[src/hw/node_pkg.sv]
package node_pkg;

	// Every bus in the node moves one byte per transfer
	localparam int byte_w = 8;

	// Service addresses decoded by the bus controller
	localparam logic [byte_w-1:0] addr_query = 8'h3F;
	localparam logic [byte_w-1:0] addr_version = 8'h56;
	localparam logic [byte_w-1:0] addr_echo = 8'h45;

	// Response codes placed after the EID in a reply
	localparam logic [byte_w-1:0] code_ack = 8'h00;
	localparam logic [byte_w-1:0] code_nak = 8'h01;

endpackage
[src/hw/node_top.sv]
`timescale 1ns/1ps

module node_top import node_pkg::*; #(
	parameter logic [byte_w-1:0] VERSION_MAJOR = 8'd1,
	parameter logic [byte_w-1:0] VERSION_MINOR = 8'd0,
	parameter int                FIFO_AW = 4
) (
	input  logic              clk,
	input  logic              rst,

	input  logic [byte_w-1:0] ma_data,
	input  logic [byte_w-1:0] ma_addr,
	input  logic              ma_data_valid,
	input  logic              ma_frame_valid,

	output logic [byte_w-1:0] sl_data,
	output logic              sl_frame_valid,
	input  logic              sl_data_latch,
	output logic              sl_overflow
);

	logic              generate_nak;
	logic              query_start;
	logic              version_start;
	logic              echo_start;

	logic [byte_w-1:0] basics_data;
	logic              basics_frame_valid;
	logic              basics_data_latch;
	logic              basics_overflow;

	logic [byte_w-1:0] echo_data;
	logic              echo_frame_valid;
	logic              echo_data_latch;
	logic              echo_overflow;

	// Either endpoint may lose a frame, and the outside sees one pulse
	assign sl_overflow = basics_overflow || echo_overflow;

	bus_controller i_bus_controller (
		.clk(clk),
		.rst(rst),
		.ma_addr(ma_addr),
		.ma_frame_valid(ma_frame_valid),
		.generate_nak(generate_nak),
		.query_start(query_start),
		.version_start(version_start),
		.echo_start(echo_start),
		.basics_data(basics_data),
		.basics_frame_valid(basics_frame_valid),
		.basics_data_latch(basics_data_latch),
		.echo_data(echo_data),
		.echo_frame_valid(echo_frame_valid),
		.echo_data_latch(echo_data_latch),
		.sl_data(sl_data),
		.sl_frame_valid(sl_frame_valid),
		.sl_data_latch(sl_data_latch)
	);

	basics_responder #(
		.VERSION_MAJOR(VERSION_MAJOR),
		.VERSION_MINOR(VERSION_MINOR),
		.FIFO_AW(FIFO_AW)
	) i_basics_responder (
		.clk(clk),
		.rst(rst),
		.generate_nak(generate_nak),
		.query_start(query_start),
		.version_start(version_start),
		.ma_data(ma_data),
		.ma_addr(ma_addr),
		.ma_data_valid(ma_data_valid),
		.out_data(basics_data),
		.out_frame_valid(basics_frame_valid),
		.out_data_latch(basics_data_latch),
		.overflow(basics_overflow)
	);

	echo_endpoint #(
		.FIFO_AW(FIFO_AW)
	) i_echo_endpoint (
		.clk(clk),
		.rst(rst),
		.echo_start(echo_start),
		.ma_data(ma_data),
		.ma_addr(ma_addr),
		.ma_data_valid(ma_data_valid),
		.ma_frame_valid(ma_frame_valid),
		.out_data(echo_data),
		.out_frame_valid(echo_frame_valid),
		.out_data_latch(echo_data_latch),
		.overflow(echo_overflow)
	);

endmodule

[src/hw/bus_controller.sv]
`timescale 1ns/1ps

module bus_controller import node_pkg::*; (
	input  logic              clk,
	input  logic              rst,

	input  logic [byte_w-1:0] ma_addr,
	input  logic              ma_frame_valid,
	output logic              generate_nak,
	output logic              query_start,
	output logic              version_start,
	output logic              echo_start,

	input  logic [byte_w-1:0] basics_data,
	input  logic              basics_frame_valid,
	output logic              basics_data_latch,
	input  logic [byte_w-1:0] echo_data,
	input  logic              echo_frame_valid,
	output logic              echo_data_latch,

	output logic [byte_w-1:0] sl_data,
	output logic              sl_frame_valid,
	input  logic              sl_data_latch
);

	logic frame_valid_q;
	logic frame_start;
	logic addr_known;
	logic busy;
	logic sel_echo;
	logic prio_echo;
	logic pick_echo;

	// Strobes fire in the first cycle of a master frame only
	assign frame_start = ma_frame_valid && !frame_valid_q;
	assign addr_known = (ma_addr == addr_query) || (ma_addr == addr_version) ||
		(ma_addr == addr_echo);

	assign query_start = frame_start && (ma_addr == addr_query);
	assign version_start = frame_start && (ma_addr == addr_version);
	assign echo_start = frame_start && (ma_addr == addr_echo);
	assign generate_nak = frame_start && !addr_known;

	// When both FIFOs ask, the one that was not served last time wins
	assign pick_echo = echo_frame_valid && (!basics_frame_valid || prio_echo);

	assign sl_frame_valid = busy && (sel_echo ? echo_frame_valid : basics_frame_valid);
	assign sl_data = sel_echo ? echo_data : basics_data;
	assign basics_data_latch = sl_data_latch && busy && !sel_echo;
	assign echo_data_latch = sl_data_latch && busy && sel_echo;

	always_ff @(posedge clk) begin
		if (rst) begin
			frame_valid_q <= 1'b0;
			busy <= 1'b0;
			sel_echo <= 1'b0;
			prio_echo <= 1'b0;
		end else begin
			frame_valid_q <= ma_frame_valid;
			if (!busy) begin
				if (basics_frame_valid || echo_frame_valid) begin
					busy <= 1'b1;
					sel_echo <= pick_echo;
					prio_echo <= !pick_echo;
				end
			end else if (!sl_frame_valid) begin
				busy <= 1'b0;
			end
		end
	end

	// A frame on the slave bus holds its byte until the consumer takes it
	assert property (@(posedge clk) disable iff (rst)
		sl_frame_valid && !sl_data_latch |=> sl_frame_valid && $stable(sl_data));

endmodule

[src/hw/echo_endpoint.sv]
`timescale 1ns/1ps

module echo_endpoint import node_pkg::*; #(
	parameter int FIFO_AW = 4
) (
	input  logic              clk,
	input  logic              rst,

	input  logic              echo_start,
	input  logic [byte_w-1:0] ma_data,
	input  logic [byte_w-1:0] ma_addr,
	input  logic              ma_data_valid,
	input  logic              ma_frame_valid,

	output logic [byte_w-1:0] out_data,
	output logic              out_frame_valid,
	input  logic              out_data_latch,
	output logic              overflow
);

	logic              active;
	logic              len_seen;
	logic              push_q;
	logic [byte_w-1:0] data_q;

	logic [byte_w-1:0] in_data;
	logic              in_data_latch;
	logic              in_frame_valid;

	// The address goes in with the strobe, every kept master byte one cycle late
	assign in_frame_valid = echo_start || active;
	assign in_data_latch = echo_start || push_q;
	assign in_data = echo_start ? ma_addr : data_q;

	message_fifo #(
		.FIFO_AW(FIFO_AW)
	) i_fifo (
		.clk(clk),
		.rst(rst),
		.in_data(in_data),
		.in_data_latch(in_data_latch),
		.in_frame_valid(in_frame_valid),
		.in_data_overflow(overflow),
		.out_data(out_data),
		.out_frame_valid(out_frame_valid),
		.out_data_latch(out_data_latch)
	);

	always_ff @(posedge clk) begin
		if (rst) begin
			active <= 1'b0;
			len_seen <= 1'b0;
			push_q <= 1'b0;
		end else begin
			push_q <= 1'b0;
			if (echo_start) begin
				active <= 1'b1;
				len_seen <= 1'b0;
				push_q <= ma_data_valid;
			end else if (active) begin
				if (!ma_frame_valid)
					active <= 1'b0;
				else if (ma_data_valid) begin
					// The master length byte is dropped since the FIFO writes its own
					if (len_seen)
						push_q <= 1'b1;
					else
						len_seen <= 1'b1;
				end
			end
		end
	end

	always_ff @(posedge clk) begin
		data_q <= ma_data;
	end

endmodule

[src/hw/basics_responder.sv]
`timescale 1ns/1ps

module basics_responder import node_pkg::*; #(
	parameter logic [byte_w-1:0] VERSION_MAJOR = 8'd1,
	parameter logic [byte_w-1:0] VERSION_MINOR = 8'd0,
	parameter int                FIFO_AW = 4
) (
	input  logic              clk,
	input  logic              rst,

	input  logic              generate_nak,
	input  logic              query_start,
	input  logic              version_start,

	input  logic [byte_w-1:0] ma_data,
	input  logic [byte_w-1:0] ma_addr,
	input  logic              ma_data_valid,

	output logic [byte_w-1:0] out_data,
	output logic              out_frame_valid,
	input  logic              out_data_latch,
	output logic              overflow
);

	localparam logic [3:0] st_idle = 4'd0;
	localparam logic [3:0] st_skip_len = 4'd1;
	localparam logic [3:0] st_nak = 4'd2;
	localparam logic [3:0] st_query = 4'd3;
	localparam logic [3:0] st_ver_hi = 4'd4;
	localparam logic [3:0] st_ver_lo = 4'd5;
	localparam logic [3:0] st_ver_check = 4'd6;
	localparam logic [3:0] st_ver_major = 4'd7;
	localparam logic [3:0] st_ver_minor = 4'd8;

	logic [3:0]          state;
	logic [3:0]          next_state;
	logic                any_start;
	logic                cmd_query;
	logic                cmd_version;
	logic [byte_w-1:0]   latched_eid;
	logic [2*byte_w-1:0] version_in;
	logic                version_match;
	logic                shift_ver;

	logic [byte_w-1:0]   in_data;
	logic                in_data_latch;
	logic                in_frame_valid;

	assign any_start = generate_nak || query_start || version_start;
	assign version_match = (version_in == {VERSION_MAJOR, VERSION_MINOR});

	message_fifo #(
		.FIFO_AW(FIFO_AW)
	) i_fifo (
		.clk(clk),
		.rst(rst),
		.in_data(in_data),
		.in_data_latch(in_data_latch),
		.in_frame_valid(in_frame_valid),
		.in_data_overflow(overflow),
		.out_data(out_data),
		.out_frame_valid(out_frame_valid),
		.out_data_latch(out_data_latch)
	);

	// The reply frame stays open from the strobe cycle until the FSM is back in idle
	always_comb begin
		next_state = state;
		in_frame_valid = 1'b1;
		in_data_latch = 1'b0;
		in_data = latched_eid;
		shift_ver = 1'b0;

		case (state)
			st_idle: begin
				in_frame_valid = any_start;
				in_data_latch = any_start;
				in_data = ma_addr;
				if (any_start)
					next_state = st_skip_len;
			end

			// The EID goes out as the master length byte passes by
			st_skip_len: begin
				in_data_latch = ma_data_valid;
				if (ma_data_valid) begin
					if (cmd_version)
						next_state = st_ver_hi;
					else if (cmd_query)
						next_state = st_query;
					else
						next_state = st_nak;
				end
			end

			st_nak: begin
				in_data_latch = 1'b1;
				in_data = code_nak;
				next_state = st_idle;
			end

			// Nothing beyond an acknowledge is defined for the query service yet
			st_query: begin
				in_data_latch = 1'b1;
				in_data = code_ack;
				next_state = st_idle;
			end

			st_ver_hi: begin
				shift_ver = ma_data_valid;
				if (ma_data_valid)
					next_state = st_ver_lo;
			end

			st_ver_lo: begin
				shift_ver = ma_data_valid;
				if (ma_data_valid)
					next_state = st_ver_check;
			end

			st_ver_check: begin
				in_data_latch = 1'b1;
				in_data = version_match ? code_ack : code_nak;
				next_state = version_match ? st_idle : st_ver_major;
			end

			// On a mismatch the master learns which version this node runs
			st_ver_major: begin
				in_data_latch = 1'b1;
				in_data = VERSION_MAJOR;
				next_state = st_ver_minor;
			end

			st_ver_minor: begin
				in_data_latch = 1'b1;
				in_data = VERSION_MINOR;
				next_state = st_idle;
			end

			default: next_state = st_idle;
		endcase
	end

	always_ff @(posedge clk) begin
		if (rst) begin
			state <= st_idle;
			cmd_query <= 1'b0;
			cmd_version <= 1'b0;
		end else begin
			state <= next_state;
			if (state == st_idle && any_start) begin
				cmd_query <= query_start;
				cmd_version <= version_start;
			end
		end
	end

	always_ff @(posedge clk) begin
		if (state == st_idle && any_start)
			latched_eid <= ma_data;
		if (shift_ver)
			version_in <= {version_in[byte_w-1:0], ma_data};
	end

	// The controller decodes one address per frame, so only one service may start
	assert property (@(posedge clk) disable iff (rst)
		$onehot0({generate_nak, query_start, version_start}));

endmodule

[src/hw/message_fifo.sv]
`timescale 1ns/1ps

module message_fifo import node_pkg::*; #(
	parameter int FIFO_AW = 4
) (
	input  logic              clk,
	input  logic              rst,

	input  logic [byte_w-1:0] in_data,
	input  logic              in_data_latch,
	input  logic              in_frame_valid,
	output logic              in_data_overflow,

	output logic [byte_w-1:0] out_data,
	output logic              out_frame_valid,
	input  logic              out_data_latch
);

	localparam int depth = 1 << FIFO_AW;

	localparam logic [1:0] rd_addr = 2'd0;
	localparam logic [1:0] rd_len = 2'd1;
	localparam logic [1:0] rd_body = 2'd2;

	logic [byte_w-1:0] mem [depth];

	// Pointers carry one extra bit so that full and empty differ
	logic [FIFO_AW:0]   wr_ptr;
	logic [FIFO_AW:0]   commit_ptr;
	logic [FIFO_AW:0]   rd_ptr;
	logic [FIFO_AW:0]   used;
	logic [FIFO_AW:0]   wr_step;
	logic [FIFO_AW:0]   frame_len;
	logic [FIFO_AW-1:0] len_slot;

	logic              in_frame_valid_q;
	logic              frame_ovf;
	logic              first_byte;
	logic              fits;
	logic              do_write;
	logic              commit;
	logic              commit_ok;

	logic [1:0]        rd_phase;
	logic [byte_w-1:0] rd_remain;
	logic              rd_gap;
	logic              rd_take;

	assign used = wr_ptr - rd_ptr;
	assign first_byte = (wr_ptr == commit_ptr);

	// The first byte of a frame also claims the slot behind it for the length
	assign fits = first_byte ? (used < depth - 1) : (used < depth);
	assign wr_step = first_byte ? (FIFO_AW+1)'(2) : (FIFO_AW+1)'(1);
	assign do_write = in_data_latch && in_frame_valid && !frame_ovf && fits;

	assign commit = in_frame_valid_q && !in_frame_valid;
	assign commit_ok = commit && !frame_ovf && !first_byte;
	assign frame_len = wr_ptr - commit_ptr - (FIFO_AW+1)'(2);
	assign len_slot = commit_ptr[FIFO_AW-1:0] + 1'b1;
	assign in_data_overflow = commit && frame_ovf;

	always_ff @(posedge clk) begin
		if (rst) begin
			wr_ptr <= '0;
			commit_ptr <= '0;
			frame_ovf <= 1'b0;
			in_frame_valid_q <= 1'b0;
		end else begin
			in_frame_valid_q <= in_frame_valid;
			if (do_write)
				wr_ptr <= wr_ptr + wr_step;
			else if (in_data_latch && in_frame_valid && !fits)
				frame_ovf <= 1'b1;

			// A frame that did not fit is thrown away as a whole
			if (commit) begin
				frame_ovf <= 1'b0;
				if (frame_ovf)
					wr_ptr <= commit_ptr;
				else if (!first_byte)
					commit_ptr <= wr_ptr;
			end
		end
	end

	always_ff @(posedge clk) begin
		if (do_write)
			mem[wr_ptr[FIFO_AW-1:0]] <= in_data;
		else if (commit_ok)
			mem[len_slot] <= byte_w'(frame_len);
	end

	// Read side walks address, length and then the counted body bytes
	assign out_data = mem[rd_ptr[FIFO_AW-1:0]];
	assign out_frame_valid = (rd_ptr != commit_ptr) && !rd_gap;
	assign rd_take = out_data_latch && out_frame_valid;

	always_ff @(posedge clk) begin
		if (rst) begin
			rd_ptr <= '0;
			rd_phase <= rd_addr;
			rd_remain <= '0;
			rd_gap <= 1'b0;
		end else begin
			rd_gap <= 1'b0;
			if (rd_take) begin
				rd_ptr <= rd_ptr + 1'b1;
				case (rd_phase)
					rd_addr: rd_phase <= rd_len;
					rd_len: begin
						rd_phase <= rd_body;
						rd_remain <= out_data;
					end
					default: begin
						rd_remain <= rd_remain - 1'b1;
						if (rd_remain == 1) begin
							rd_phase <= rd_addr;
							rd_gap <= 1'b1;
						end
					end
				endcase
			end
		end
	end

	// The slave side must only pull bytes while a frame is offered
	assert property (@(posedge clk) disable iff (rst) out_data_latch |-> out_frame_valid);

endmodule

[config.mk]
export PLATFORM = sky130hd
export DESIGN_NAME = node_top
export DESIGN_NICKNAME = d
export VERILOG_FILES = /design/src/hw/node_pkg.sv /design/src/hw/node_top.sv /design/src/hw/bus_controller.sv /design/src/hw/echo_endpoint.sv /design/src/hw/basics_responder.sv /design/src/hw/message_fifo.sv
export SDC_FILE = /design/constraint.sdc
export NUM_CORES = 1
export LEC_CHECK = 0
export ABC_AREA = 1
export BUFFER_PORTS_ARGS = -buffer_cell sky130_fd_sc_hd__buf_2
export CAP_MARGIN = 40
export CORE_ASPECT_RATIO = 0.6
export CORE_MARGIN = 4
export CORE_UTILIZATION = 60
export DETAILED_ROUTE_END_ITERATION = 10
export PLACE_DENSITY = 0.77
export RECOVER_POWER = 100
export SYNTH_ARGS = -nofsm -noshare
export SYNTH_HDL_FRONTEND = slang
export SYNTH_SLANG_ARGS = --single-unit
[constraint.sdc]
create_clock -name clk -period 8 [get_ports clk]
set_input_delay 0.8 -clock clk [delete_from_list [all_inputs] [get_ports clk]]
set_output_delay 0.8 -clock clk [all_outputs]
set_load 0.1 [all_outputs]
## Word level (Yosys, flattened, before mapping)

Memory sizes are Yosys's and may differ from the RTL's. A register that Yosys moved wholly into a read port is not among the register bits.
Cells that the tools add are included.

- Magnitude comparators: 4
- Multiply operators: 0
- Eq/ne operators: 24
- Shifts and indexed selects: 0
- Multiplexer cells: 65
- Reduce and logical (&&, ||, !) cells: 82
- Add/subtract/negate cells: 14
- Div/mod/pow operators: 0
- Bitwise gates (word level): 11

Operators with widths:

| cell | number |
|---|---|
| $mux 4 | 11 |
| $mux 1 | 32 |
| $mux 8 | 4 |
| $pmux 8 s2 | 2 |
| $pmux 8 s4 | 1 |
| $logic_and 1x1->1 | 31 |
| $mux 5 | 6 |
| $pmux 4 s6 | 1 |
| $sub 5x5->5 | 4 |
| $eq 16x9->1 const B | 1 |
| $eq 4x3->1 const B | 4 |
| $eq 8x1->1 const B | 2 |
| $eq 8x7->1 const B | 2 |
| $reduce_or 8->1 | 2 |
| $sub 8x1->8 const B | 2 |
| $logic_not 1->1 | 15 |
| $reduce_and 2->1 | 7 |
| $reduce_or 2->1 | 6 |
| $not 1->1 | 11 |
| $add 5x1->5 const B | 2 |
| $add 5x2->5 | 2 |
| $eq 5x5->1 | 2 |
| $lt 5x4->1 const B | 2 |
| $lt 5x5->1 const B | 2 |
| other kinds (22) | 46 |

- Bits of input ports: 21
- Bits in latches: 0
- ROM bits: 0
- Bits in registers: 101
- Output and inout bits: 10
- Bits in writable memories: 256
- Memories: 2
- Word-level logic and storage cells: 231

Memory list:

| memory | words | width | read ports | clocked after memory_dff | wr ports | RTL line | source |
|---|---|---|---|---|---|---|---|
| i_basics_responder.i_fifo.mem | 16 | 8 | 1 | 1 | 1 | message_fifo.sv:25 | `logic [byte_w-1:0] mem [depth];` |
| i_echo_endpoint.i_fifo.mem | 16 | 8 | 1 | 1 | 1 | message_fifo.sv:25 |  |

## Depth between registers and ports, before layout

Gate-level depths: netlist of the first run.

- Depth in word-level cells: 17
- Mapped depth: 15
- Mapped depth without buffers: 15

## By module

Synthesis of the first run repeated with hierarchy kept, for this count alone.

- Cells, all modules: 1894
- Area, all modules: 17491.8 um^2

Modules (own cells, without submodules):

| module | seq. area each (um^2) | cells each | area each (um^2) | times used |
|---|---|---|---|---|
| message_fifo (i_basics_responder.i_fifo) | 4484.3 | 811 | 7683.6 | 1 |
| message_fifo (i_echo_endpoint.i_fifo) | 4484.3 | 818 | 7664.9 | 1 |
| basics_responder | 840.8 | 128 | 1331.3 | 1 |
| bus_controller | 80.1 | 84 | 415.4 | 1 |
| echo_endpoint | 220.2 | 50 | 385.4 | 1 |
| node_top | 0.0 | 3 | 11.3 | 1 |

## Least setup slack after synthesis of the first run

OpenSTA, ideal clock, no wires.

- Kind: input to output
- Start: in ma_addr[4]
- End: out sl_overflow
- Required time: 7200 ps
- Stages on the path: 9
- Path buffers: 0
- Data arrival time: 2229 ps
- Setup slack: 4971 ps
- Cell sequence: inv_1 nand2_1 nor2_2 nand2_2 nand2_2 nand2_4 nor2_8 nand2_1 nand2_1

- Word-level cells in the longest chain between the ends: 12
- Elaborated cells between the ends (all ways): 21
- Those cells by class: 3 x eq/ne; 1 x mux; 17 x reduce/logical

Ends and longest elaborated chain:

| what | RTL line | source |
|---|---|---|
| start: declaration | node_top.sv:12 | `input logic [byte_w-1:0] ma_addr,` |
| $eq 8x6->1 or $eq 8x7->1 (tied branches) | bus_controller.sv:36, bus_controller.sv:39, bus_controller.sv:40 |  |
| $logic_or 1x1->1 (2 in a row) | bus_controller.sv:36 | `assign addr_known = (ma_addr == addr_query) \|\| (ma_addr == addr_version) \|\|` |
| $logic_not 1->1 | bus_controller.sv:42 | `assign generate_nak = frame_start && !addr_known;` |
| $logic_and 1x1->1 | bus_controller.sv:42 |  |
| $logic_or 1x1->1 (2 in a row) | basics_responder.sv:49 | `assign any_start = generate_nak \|\| query_start \|\| version_start;` |
| $mux 1 | basics_responder.sv:74 | `case (state)` |
| $logic_not 1->1 | message_fifo.sv:57 | `assign commit = in_frame_valid_q && !in_frame_valid;` |
| $logic_and 1x1->1 | message_fifo.sv:57 |  |
| $logic_and 1x1->1 | message_fifo.sv:61 | `assign in_data_overflow = commit && frame_ovf;` |
| $logic_or 1x1->1 (*) | node_top.sv:38 | `assign sl_overflow = basics_overflow \|\| echo_overflow;` |
| end: declaration | node_top.sv:19 | `output logic sl_overflow` |

Mark *: on every way between the ends. The rest lies on a longest branch, timed or not.

==> summary.md, run 1 <==
| Metric | Value |
|---|---|
| Status | `complete, but fails checks` |
| Violated checks | `max-capacitance violations, max-slew violations` |
| CTS tree | `built` |
| Post-CTS Setup Bufs | `0` |
| Worst Hold Launch | `ma_data[7]` |
| GR Overflow Total | `0` |
| Post-synth EDFFs | `280` |
| Multi-input gate area | `0.005534 mm2` |
| Final number of max-transition violations | `101` |
| Chip height | `138.6 um` |
| Max-slew headroom | `-88.88%` |
| Nets@finish | `~1800` |
| Max frequency | `around 0.18 GHz` |
| Critical setup path kind | `flop to primary output` |
| Unrepaired setup endpoints after global routing | `no` |
| H-tree Lvls | `2` |
| Final setup viols | `0` |
| Hold Path Depth | `1` |
| PortBufs | `30` |
| Synth top area share | `49.33%` |
| Slew of the pin with the lowest slew margin | `approximately 2.8 ns` |
| Pleak | `7.155 nW` |
| Cell variety after synth | `45` |
| Reg-to-reg endpoint | `i_basics_responder.i_fifo.mem[11][1]` |
| Register Area | `0.01012 mm2` |
| Antenna Nets Post-Route | `0` |
| # fillers | `2174` |
| Main synth FF type | `edfxtp_1` |
| Maximum vdd drop | `0.3471 mV` |
| N_diodes | `0` |
| CP endpoint kind | `primary output` |
| First-pass DRT Iterations | `6` |
| Syn avg cell area | `9.875 um2` |
| Detailed Place HPWL | `slightly below 30000 um` |
| PD cells | `290.0 mW/mm2` |
| Setup tns final | `0 ns` |
| Die area | `0.03126 mm2` |
| Final WS setup | `between 2 and 2.5 ns` |
| Sequential share of the synthesized area | `59.31%` |
| Worst r2r path cells | `10` |
| Startpoint Class | `flop` |
| Top cells by area, synth | `edfxtp_1 49%, dfxtp_1 10%, nand2_1 6.3%` |
| Minimum clock period | `5.705 ns` |
| Wire length per cell | `roughly 20 um` |
| DRC | `0` |
| FF-to-FF setup slack | `3.78 ns` |
| Max FO, Critical Path | `61` |
| Cts hold-fix bufs | `0` |
| Syn. warnings | `0` |
| Pin count of the biggest net entering global routing | `86` |
| RR Startpoint | `i_basics_responder.i_fifo.wr_ptr[1]` |
| GP Congestion | `between 0.9 and 1` |
| Area grow syn2layout | `8.214%` |
| WHS Endpoint | `i_echo_endpoint.data_q[7]` |
| Synth Instances | `1726` |
| Syn nets | `approximately 1800` |
| Yosys reg bits | `365` |
| Clock buffer depth | `3` |
| Largest area contributor in the netlist | `edfxtp_1` |
| Final hold vios | `0` |
| Worst-Skew Late Latency | `0.53 ns` |
| CTS resizes | `0` |
| Clock root cell | `clkbuf_16` |
| Async SR Flop Fraction | `0%` |
| Die width | `225.6 um` |
| HP Class | `primary input to flop` |
| Clk pin slew, worst setup/hold paths | `~0.060 ns` |
| Post-synth top cells | `284 x nand2_1, 280 x edfxtp_1, 258 x inv_1, 169 x nand3_1, 115 x a21oi_1` |
| Starting density of the core | `61.41%` |
| Worst Path Required | `7.20 ns` |
| Top-Level Pins | `31` |
| Overall Global Routing Usage | `between 20% and 30%` |
| Global-route wire length before repair | `65430 um` |
| Max-cap violations | `2` |
| Tcrit/Tclk final | `between 70% and 80%` |
| Vias per Instance | `5.936` |
| CTS buffer count | `34` |
| Vias in the first global route | `11910` |
| Netlist Area Pre-Place | `0.01705 mm2` |
| CP arrival | `4.90 ns` |
| Pre-CTS setup slack | `about 4.5 ns` |
| Clock skew | `0.02458 ns` |
| Most frequent cell after synthesis | `nand2_1` |
| Sink Count | `between 300 and 400` |
| Vias | `12690` |
| Core Rows | `47` |
| Antenna violations before repair | `0` |
| Routed WL | `41980 um` |
| Drt initial violations | `around 1800` |
| Layout cells sized above 1 | `roughly 6.2%` |
| Core ar. | `0.02776 mm2` |
==> flip-flops by register name, summed over array words and instances (netlist names), 8 cells and up, named ones only <==
signal,flops
i_basics_responder.i_fifo.mem,128
i_basics_responder.i_fifo.rd_remain,8
i_basics_responder.latched_eid,8
i_basics_responder.version_in,16
i_echo_endpoint.data_q,8
i_echo_endpoint.i_fifo.mem,128
i_echo_endpoint.i_fifo.rd_remain,8
==> cells by family (layout without fill, tap and decap cells) <==
group                    count (synthesis)  after routing  share of synthesized area, %
AO/OA/AOI/OAI                          319            319                         11.00
AND/OR/NAND/NOR                        636            636                         17.19
buffers and inverters                  333            377                         7.590
flip-flops                             365            365                         59.31
adder cells (fa/ha/maj)                 40             40                         3.201
multiplexers                             2              2                        0.1175
XOR/XNOR                                31             31                         1.593
==> critical path, cell delays in order (launching register included) <==
cell and delay [ns]:
dfxtp_2 0.31, clkbuf_1 1.99, o211ai_1 0.50, nand3_1 0.25, nand3_1 0.13, nand2_1 0.14
o21a_1 0.14, clkbuf_1 0.89
==> how the worst max path moves through the flow <==
stage                           from  slack [ns]                                 to  cells past startpoint
after global placement    ma_addr[3]        4.61  i_echo_endpoint.i_fifo.mem[11][7]                     12
after global routing            flop        2.12                         sl_data[1]                      7
final                           flop        2.30                         sl_data[1]                      7
after floorplan           ma_addr[4]        4.97                        sl_overflow                      9
after CTS                       flop        4.10                         sl_data[4]                      7
after detailed placement  ma_addr[3]        4.48   i_echo_endpoint.i_fifo.mem[2][7]                     12
==> layout by cell type, fill, tap and decap left out, types with 3 or more instances in the layout <==
cell       Yosys  layout
nand2_1      284     289
edfxtp_1     280     280
inv_1        258     259
nand3_1      169     176
a21oi_1      115     115
nor2_1       101     110
o21ai_0       91     102
dfxtp_1       85      82
o211ai_1      74      74
clkbuf_1      44      43
clkbuf_16      0      37
ha_1          34      34
xor2_1        23      23
nand4_1       13      13
nor3_1        12      12
buf_2         11      11
nand2_2       12       9
xnor2_1        8       8
o21a_1         7       7
nand3_2       13       7
nor2_2        11       6
fa_1           6       6
clkinv_2       0       6
a22oi_1        5       5
clkinv_1       1       5
a21oi_2        5       5
nor4_1         5       5
inv_2          5       4
clkbuf_8       0       4
nand2_4        5       3
a31oi_1        3       3
nand3b_1       3       3
buf_4          1       3
==> through the flow <==
step	area (um2)	power (mW)	cells	utilization (%)	hold slack (ns)
final	18450	5.348	2137	66.45	0.4378
after global routing	18450	5.569	2137	66.45	0.4338
after CTS	18690	5.414	2137	67.33	0.3952
after detailed placement	17590	3.825	2075	63.36	0.4358
after global placement	17490	3.785	2070	63.02	0.4332
after floorplan	17050	3.372	1726	-	0.4272
==> layout make-up <==
class                      count  share of cell area, %
sequential                   365                  54.84
multi-input combinational   1028                  30.00
clock buffer                  49                  5.481
inverter                     265                  5.400
tap                          367                  2.489
timing repair buffer          50                  1.282
clock inverter                13                 0.5020
==> power by group <==
part	internal (mW)	switching [mW]	total, mW
combinational	0.287	1.05	1.33
sequential	2.34	0.0595	2.40
clock	0.916	0.699	1.62
total	3.54	1.80	5.35
==> per-layer routing <==
| metal | vias to the layer above | share of wire, % | routed length [um] | global-route usage, % |
|---|---|---|---|---|
| li1 | 5905 | - | - | - |
| met1 | 6014 | 45 | 19050 | 43.13 |
| met2 | 701 | 39 | 16340 | 34.74 |
| met3 | 61 | 14 | 5767 | 9.012 |
| met4 | 4 | 1.7 | 717 | 5.443 |
| met5 | - | 0.25 | 105 | 2.458 |
Power figures use the tool's default switching activity.
==> run 2, diff against run 1 <==
--- a/config.mk
+++ b/config.mk
@@ -5,14 +5,14 @@
 export SDC_FILE = /design/constraint.sdc
 export NUM_CORES = 1
 export LEC_CHECK = 0
-export ABC_AREA = 1
+export ABC_AREA = 0
 export BUFFER_PORTS_ARGS = -buffer_cell sky130_fd_sc_hd__buf_2
 export CAP_MARGIN = 40
 export CORE_ASPECT_RATIO = 0.6
 export CORE_MARGIN = 4
-export CORE_UTILIZATION = 60
+export CORE_UTILIZATION = 57
 export DETAILED_ROUTE_END_ITERATION = 10
-export PLACE_DENSITY = 0.77
+export PLACE_DENSITY = 0.76
 export RECOVER_POWER = 100
 export SYNTH_ARGS = -nofsm -noshare
 export SYNTH_HDL_FRONTEND = slang
==> constraint.sdc (replaced) <==
create_clock -name clk -period 4.85 [get_ports clk]
set_input_delay 0.485 -clock clk [delete_from_list [all_inputs] [get_ports clk]]
set_output_delay 0.485 -clock clk [all_outputs]
set_load 0.1 [all_outputs]
==> run 2 against run 1 <==
The flow still finishes with violations (max-capacitance violations, max-slew violations); die area decreased by 1.6%; non-clock buffer count increased by 19; clock power increased by 67%; first-iteration DRC count decreased by 18%; wire length decreased by 13%; global-route usage decreased by 2.9 points; cell area decreased by 4.7%; largest cell class unchanged.
==> summary.md, run 2 <==
| Metric | Value |
|---|---|
| Status | `complete, but fails checks` |
| Violated checks | `max-capacitance violations, max-slew violations` |
| Main synth FF type | `edfxtp_1` |
| N_diodes | `0 (unchanged)` |
| CTS resizes | `0 (unchanged)` |
| Worst-Skew Late Latency | `0.52 ns (about the same)` |
| Final Total Pwr | `7.381 mW (+38%)` |
| CTS buffer count | `35 (+2.9%)` |
| Met2 usage | `31.67% (-3.1 points)` |
| Tcrit/Tclk final | `84.92%` |
| Drt initial violations | `1458 (-18%)` |
| Clock root cell | `clkbuf_16` |
| Core ar. | `0.02752 mm2 (-0.85%)` |
| Final core occ | `63.89% (-2.6 points)` |
| Grt peak-use layer | `met1` |
| Most frequent cell after synthesis | `edfxtp_1` |
| Unrepaired setup endpoints after global routing | `no` |
| Fin Hold WS | `0.1471 ns (-0.2907 ns)` |
| Minimum clock period | `roughly 4 ns` |
| Sink Count | `365 (unchanged)` |
| Post-synth EDFFs | `280 (unchanged)` |
| Max frequency | `between 0.2 and 0.25 GHz` |
| CP endpoint kind | `primary output` |
| DRC | `0 (unchanged)` |
| Cell Area, Placed | `0.01661 mm2 (-5.6%)` |
| Slew of the pin with the lowest slew margin | `1.967 ns (-0.8661 ns)` |
| Vias in the first global route | `9224 (-23%)` |
| Final Cell Area | `0.01758 mm2 (-4.7%)` |
| Antenna violations before repair | `3 (+3)` |
| Syn nets | `1162 (-35%)` |
| Final hold vios | `0 (unchanged)` |
| PortBufs | `30 (unchanged)` |
| Die width | `223.7 um (-0.82%)` |
| Synth Instances | `1101 (-36%)` |
| Routed WL | `36310 um (-13%)` |
| Wire length per cell | `23.47 um (+20%)` |
| Sequential share of the synthesized area | `63.51% (+4.2 points)` |
| Area grow syn2layout | `10.46%` |
| Commonest non-fill, non-tap cell in the layout | `edfxtp_1` |
| Yosys reg bits | `365 (unchanged)` |
| Largest area contributor in the netlist | `edfxtp_1` |
| Detailed Place HPWL | `24880 um (-15%)` |
| Worst Path Required | `4.37 ns (-2.83 ns)` |
| Post-synth top cells | `280 x edfxtp_1, 99 x nor2_1, 85 x dfxtp_1, 76 x mux4_2, 54 x a21oi_1` |
| Pleak | `5.753 nW (-20%)` |
| GP Congestion | `0.8760 (-6.2%)` |
| Max-slew headroom | `-31.14% (+58 points)` |
| Cell variety after synth | `72 (+60%)` |
| GR Overflow Total | `0 (unchanged)` |
| Netlist Area Pre-Place | `0.01592 mm2 (-6.6%)` |
| First-pass DRT Iterations | `6 (unchanged)` |
| HP Class | `primary input to flop` |
| Setup tns final | `0 ns (unchanged)` |
| Synth top area share | `52.82% (+3.5 points)` |
| Syn. warnings | `0 (unchanged)` |
| Met3 usage | `6.175% (-2.8 points)` |
| CP arrival | `3.63 ns (-1.27 ns)` |
| Critical setup path kind | `flop to primary output` |
| Final number of max-transition violations | `45 (-55%)` |
| Die area | `0.03075 mm2 (-1.6%)` |
| Clock skew | `0.01677 ns (-0.007810 ns)` |
| Antenna Nets Post-Route | `0 (unchanged)` |
| Async SR Flop Fraction | `0% (unchanged)` |
| # fillers | `1986 (-8.6%)` |
| H-tree Lvls | `2 (unchanged)` |
| Cts hold-fix bufs | `0 (unchanged)` |
| Layout cells sized above 1 | `14.32% (+8.1 points)` |
| Top-Level Pins | `31 (unchanged)` |
| Chip height | `137.5 um (-0.80%)` |
| Final setup viols | `0 (unchanged)` |
| Overall Global Routing Usage | `23.86% (-2.9 points)` |
| GRT met1 Usage | `39.65% (-3.5 points)` |
| Top cells by area, synth | `edfxtp_1 53%, mux4_2 11%, dfxtp_1 11%` |
| PD cells | `419.8 mW/mm2 (+45%)` |
| Commonest non-fill, non-tap cells in the layout | `280 x edfxtp_1, 99 x nor2_1, 83 x dfxtp_1, 76 x mux4_2, 56 x clkbuf_1` |
| Core Rows | `47 (unchanged)` |
| Max FO, Critical Path | `23 (-62%)` |
| Starting density of the core | `57.84% (-3.6 points)` |
| Post-CTS Setup Bufs | `0 (unchanged)` |
| CTS tree | `built` |
| Pin count of the biggest net entering global routing | `45 (-48%)` |
| Global-route wire length before repair | `55580 um (-15%)` |
| Startpoint Class | `flop` |
| Clk pin slew, worst setup/hold paths | `0.06 ns (about the same)` |
| Max-cap violations | `1 (-1)` |
| Vias per Instance | `6.354 (+7.0%)` |
| Clock buffer depth | `3 (unchanged)` |
| Largest regs | `i_basics_responder.i_fifo.mem x128, i_echo_endpoint.i_fifo.mem x128, i_basics_responder.version_in x16` |
| Syn avg cell area | `14.46 um2 (+46%)` |
| Vias | `9830 (-23%)` |
| Maximum vdd drop | `0.3647 mV (+5.1%)` |
| Nets@finish | `1215 (-33%)` |
-- run 2: area by class of cell --
| type | instances | area, um2 | area share (%) |
|---|---|---|---|
| flip-flops and latches | 365 | 10110 | 57.51 |
| multi-input cells | 634 | 5403 | 30.72 |
| clock buffers | 53 | 1041 | 5.920 |
| well taps | 367 | 459.2 | 2.611 |
| repair buffers | 69 | 301.5 | 1.715 |
| inverters | 49 | 183.9 | 1.046 |
| clock inverters | 10 | 83.83 | 0.4767 |
-- run 2: worst max-delay path, cell delays in order, from the launching register on --
cell	delay, ns
dfxtp_2	0.86
clkbuf_1	0.48
mux4_2	0.57
mux2_2	0.27
o21ai_0	0.28
o21ai_0	0.21
clkbuf_2	0.44
-- run 2: layer usage --
| layer | vias to the layer above | part of all wire, % |
|---|---|---|
| li1 | 4384 | - |
| met1 | 4882 | 47 |
| met2 | 510 | 41 |
| met3 | 52 | 11 |
| met4 | 2 | 1.6 |
| met5 | - | 0.036 |
-- run 2: cell families (layout without fill, tap and decap cells) --
family / Yosys count / in the layout / share of synthesized area (%)
compound gates: 178 / 178 / 7.428
xor+xnor: 35 / 35 / 1.926
fa+ha+maj: 40 / 40 / 3.427
buf+inv: 102 / 181 / 2.484
flops: 365 / 365 / 63.51
mux: 97 / 97 / 12.14
simple gates: 284 / 284 / 9.086
-- run 2: final timing paths --
| check | from | end | slack (ns) | cells after the start |
|---|---|---|---|---|
| setup / recovery | flop | sl_data[3] | 0.73 | 6 |
| hold / removal | ma_data[5] | i_echo_endpoint.data_q[5] | 0.15 | 1 |
| setup reg to reg | i_echo_endpoint.i_fifo.wr_ptr[1] | i_echo_endpoint.i_fifo.mem[11][2] | 1.01 | 8 |
| hold reg to reg | i_basics_responder.version_in[1] | i_basics_responder.version_in[9] | 0.45 | 0 |
-- run 2: power breakdown --
part	internal, mW	switching [mW]	total, mW	leakage [nW]
Clock	1.55	1.16	2.70	0.552
Combinational	0.271	0.763	1.03	1.98
Sequential	3.59	0.0570	3.64	3.22
-- run 2: through the flow --
stage / setup WS, ns / instances
finish: 0.7314 / 1547
global route: 0.4388 / 1547
CTS: 0.9210 / 1545
detailed placement: 1.142 / 1482
global placement: 1.143 / 1471
floorplan: 0.8531 / 1101
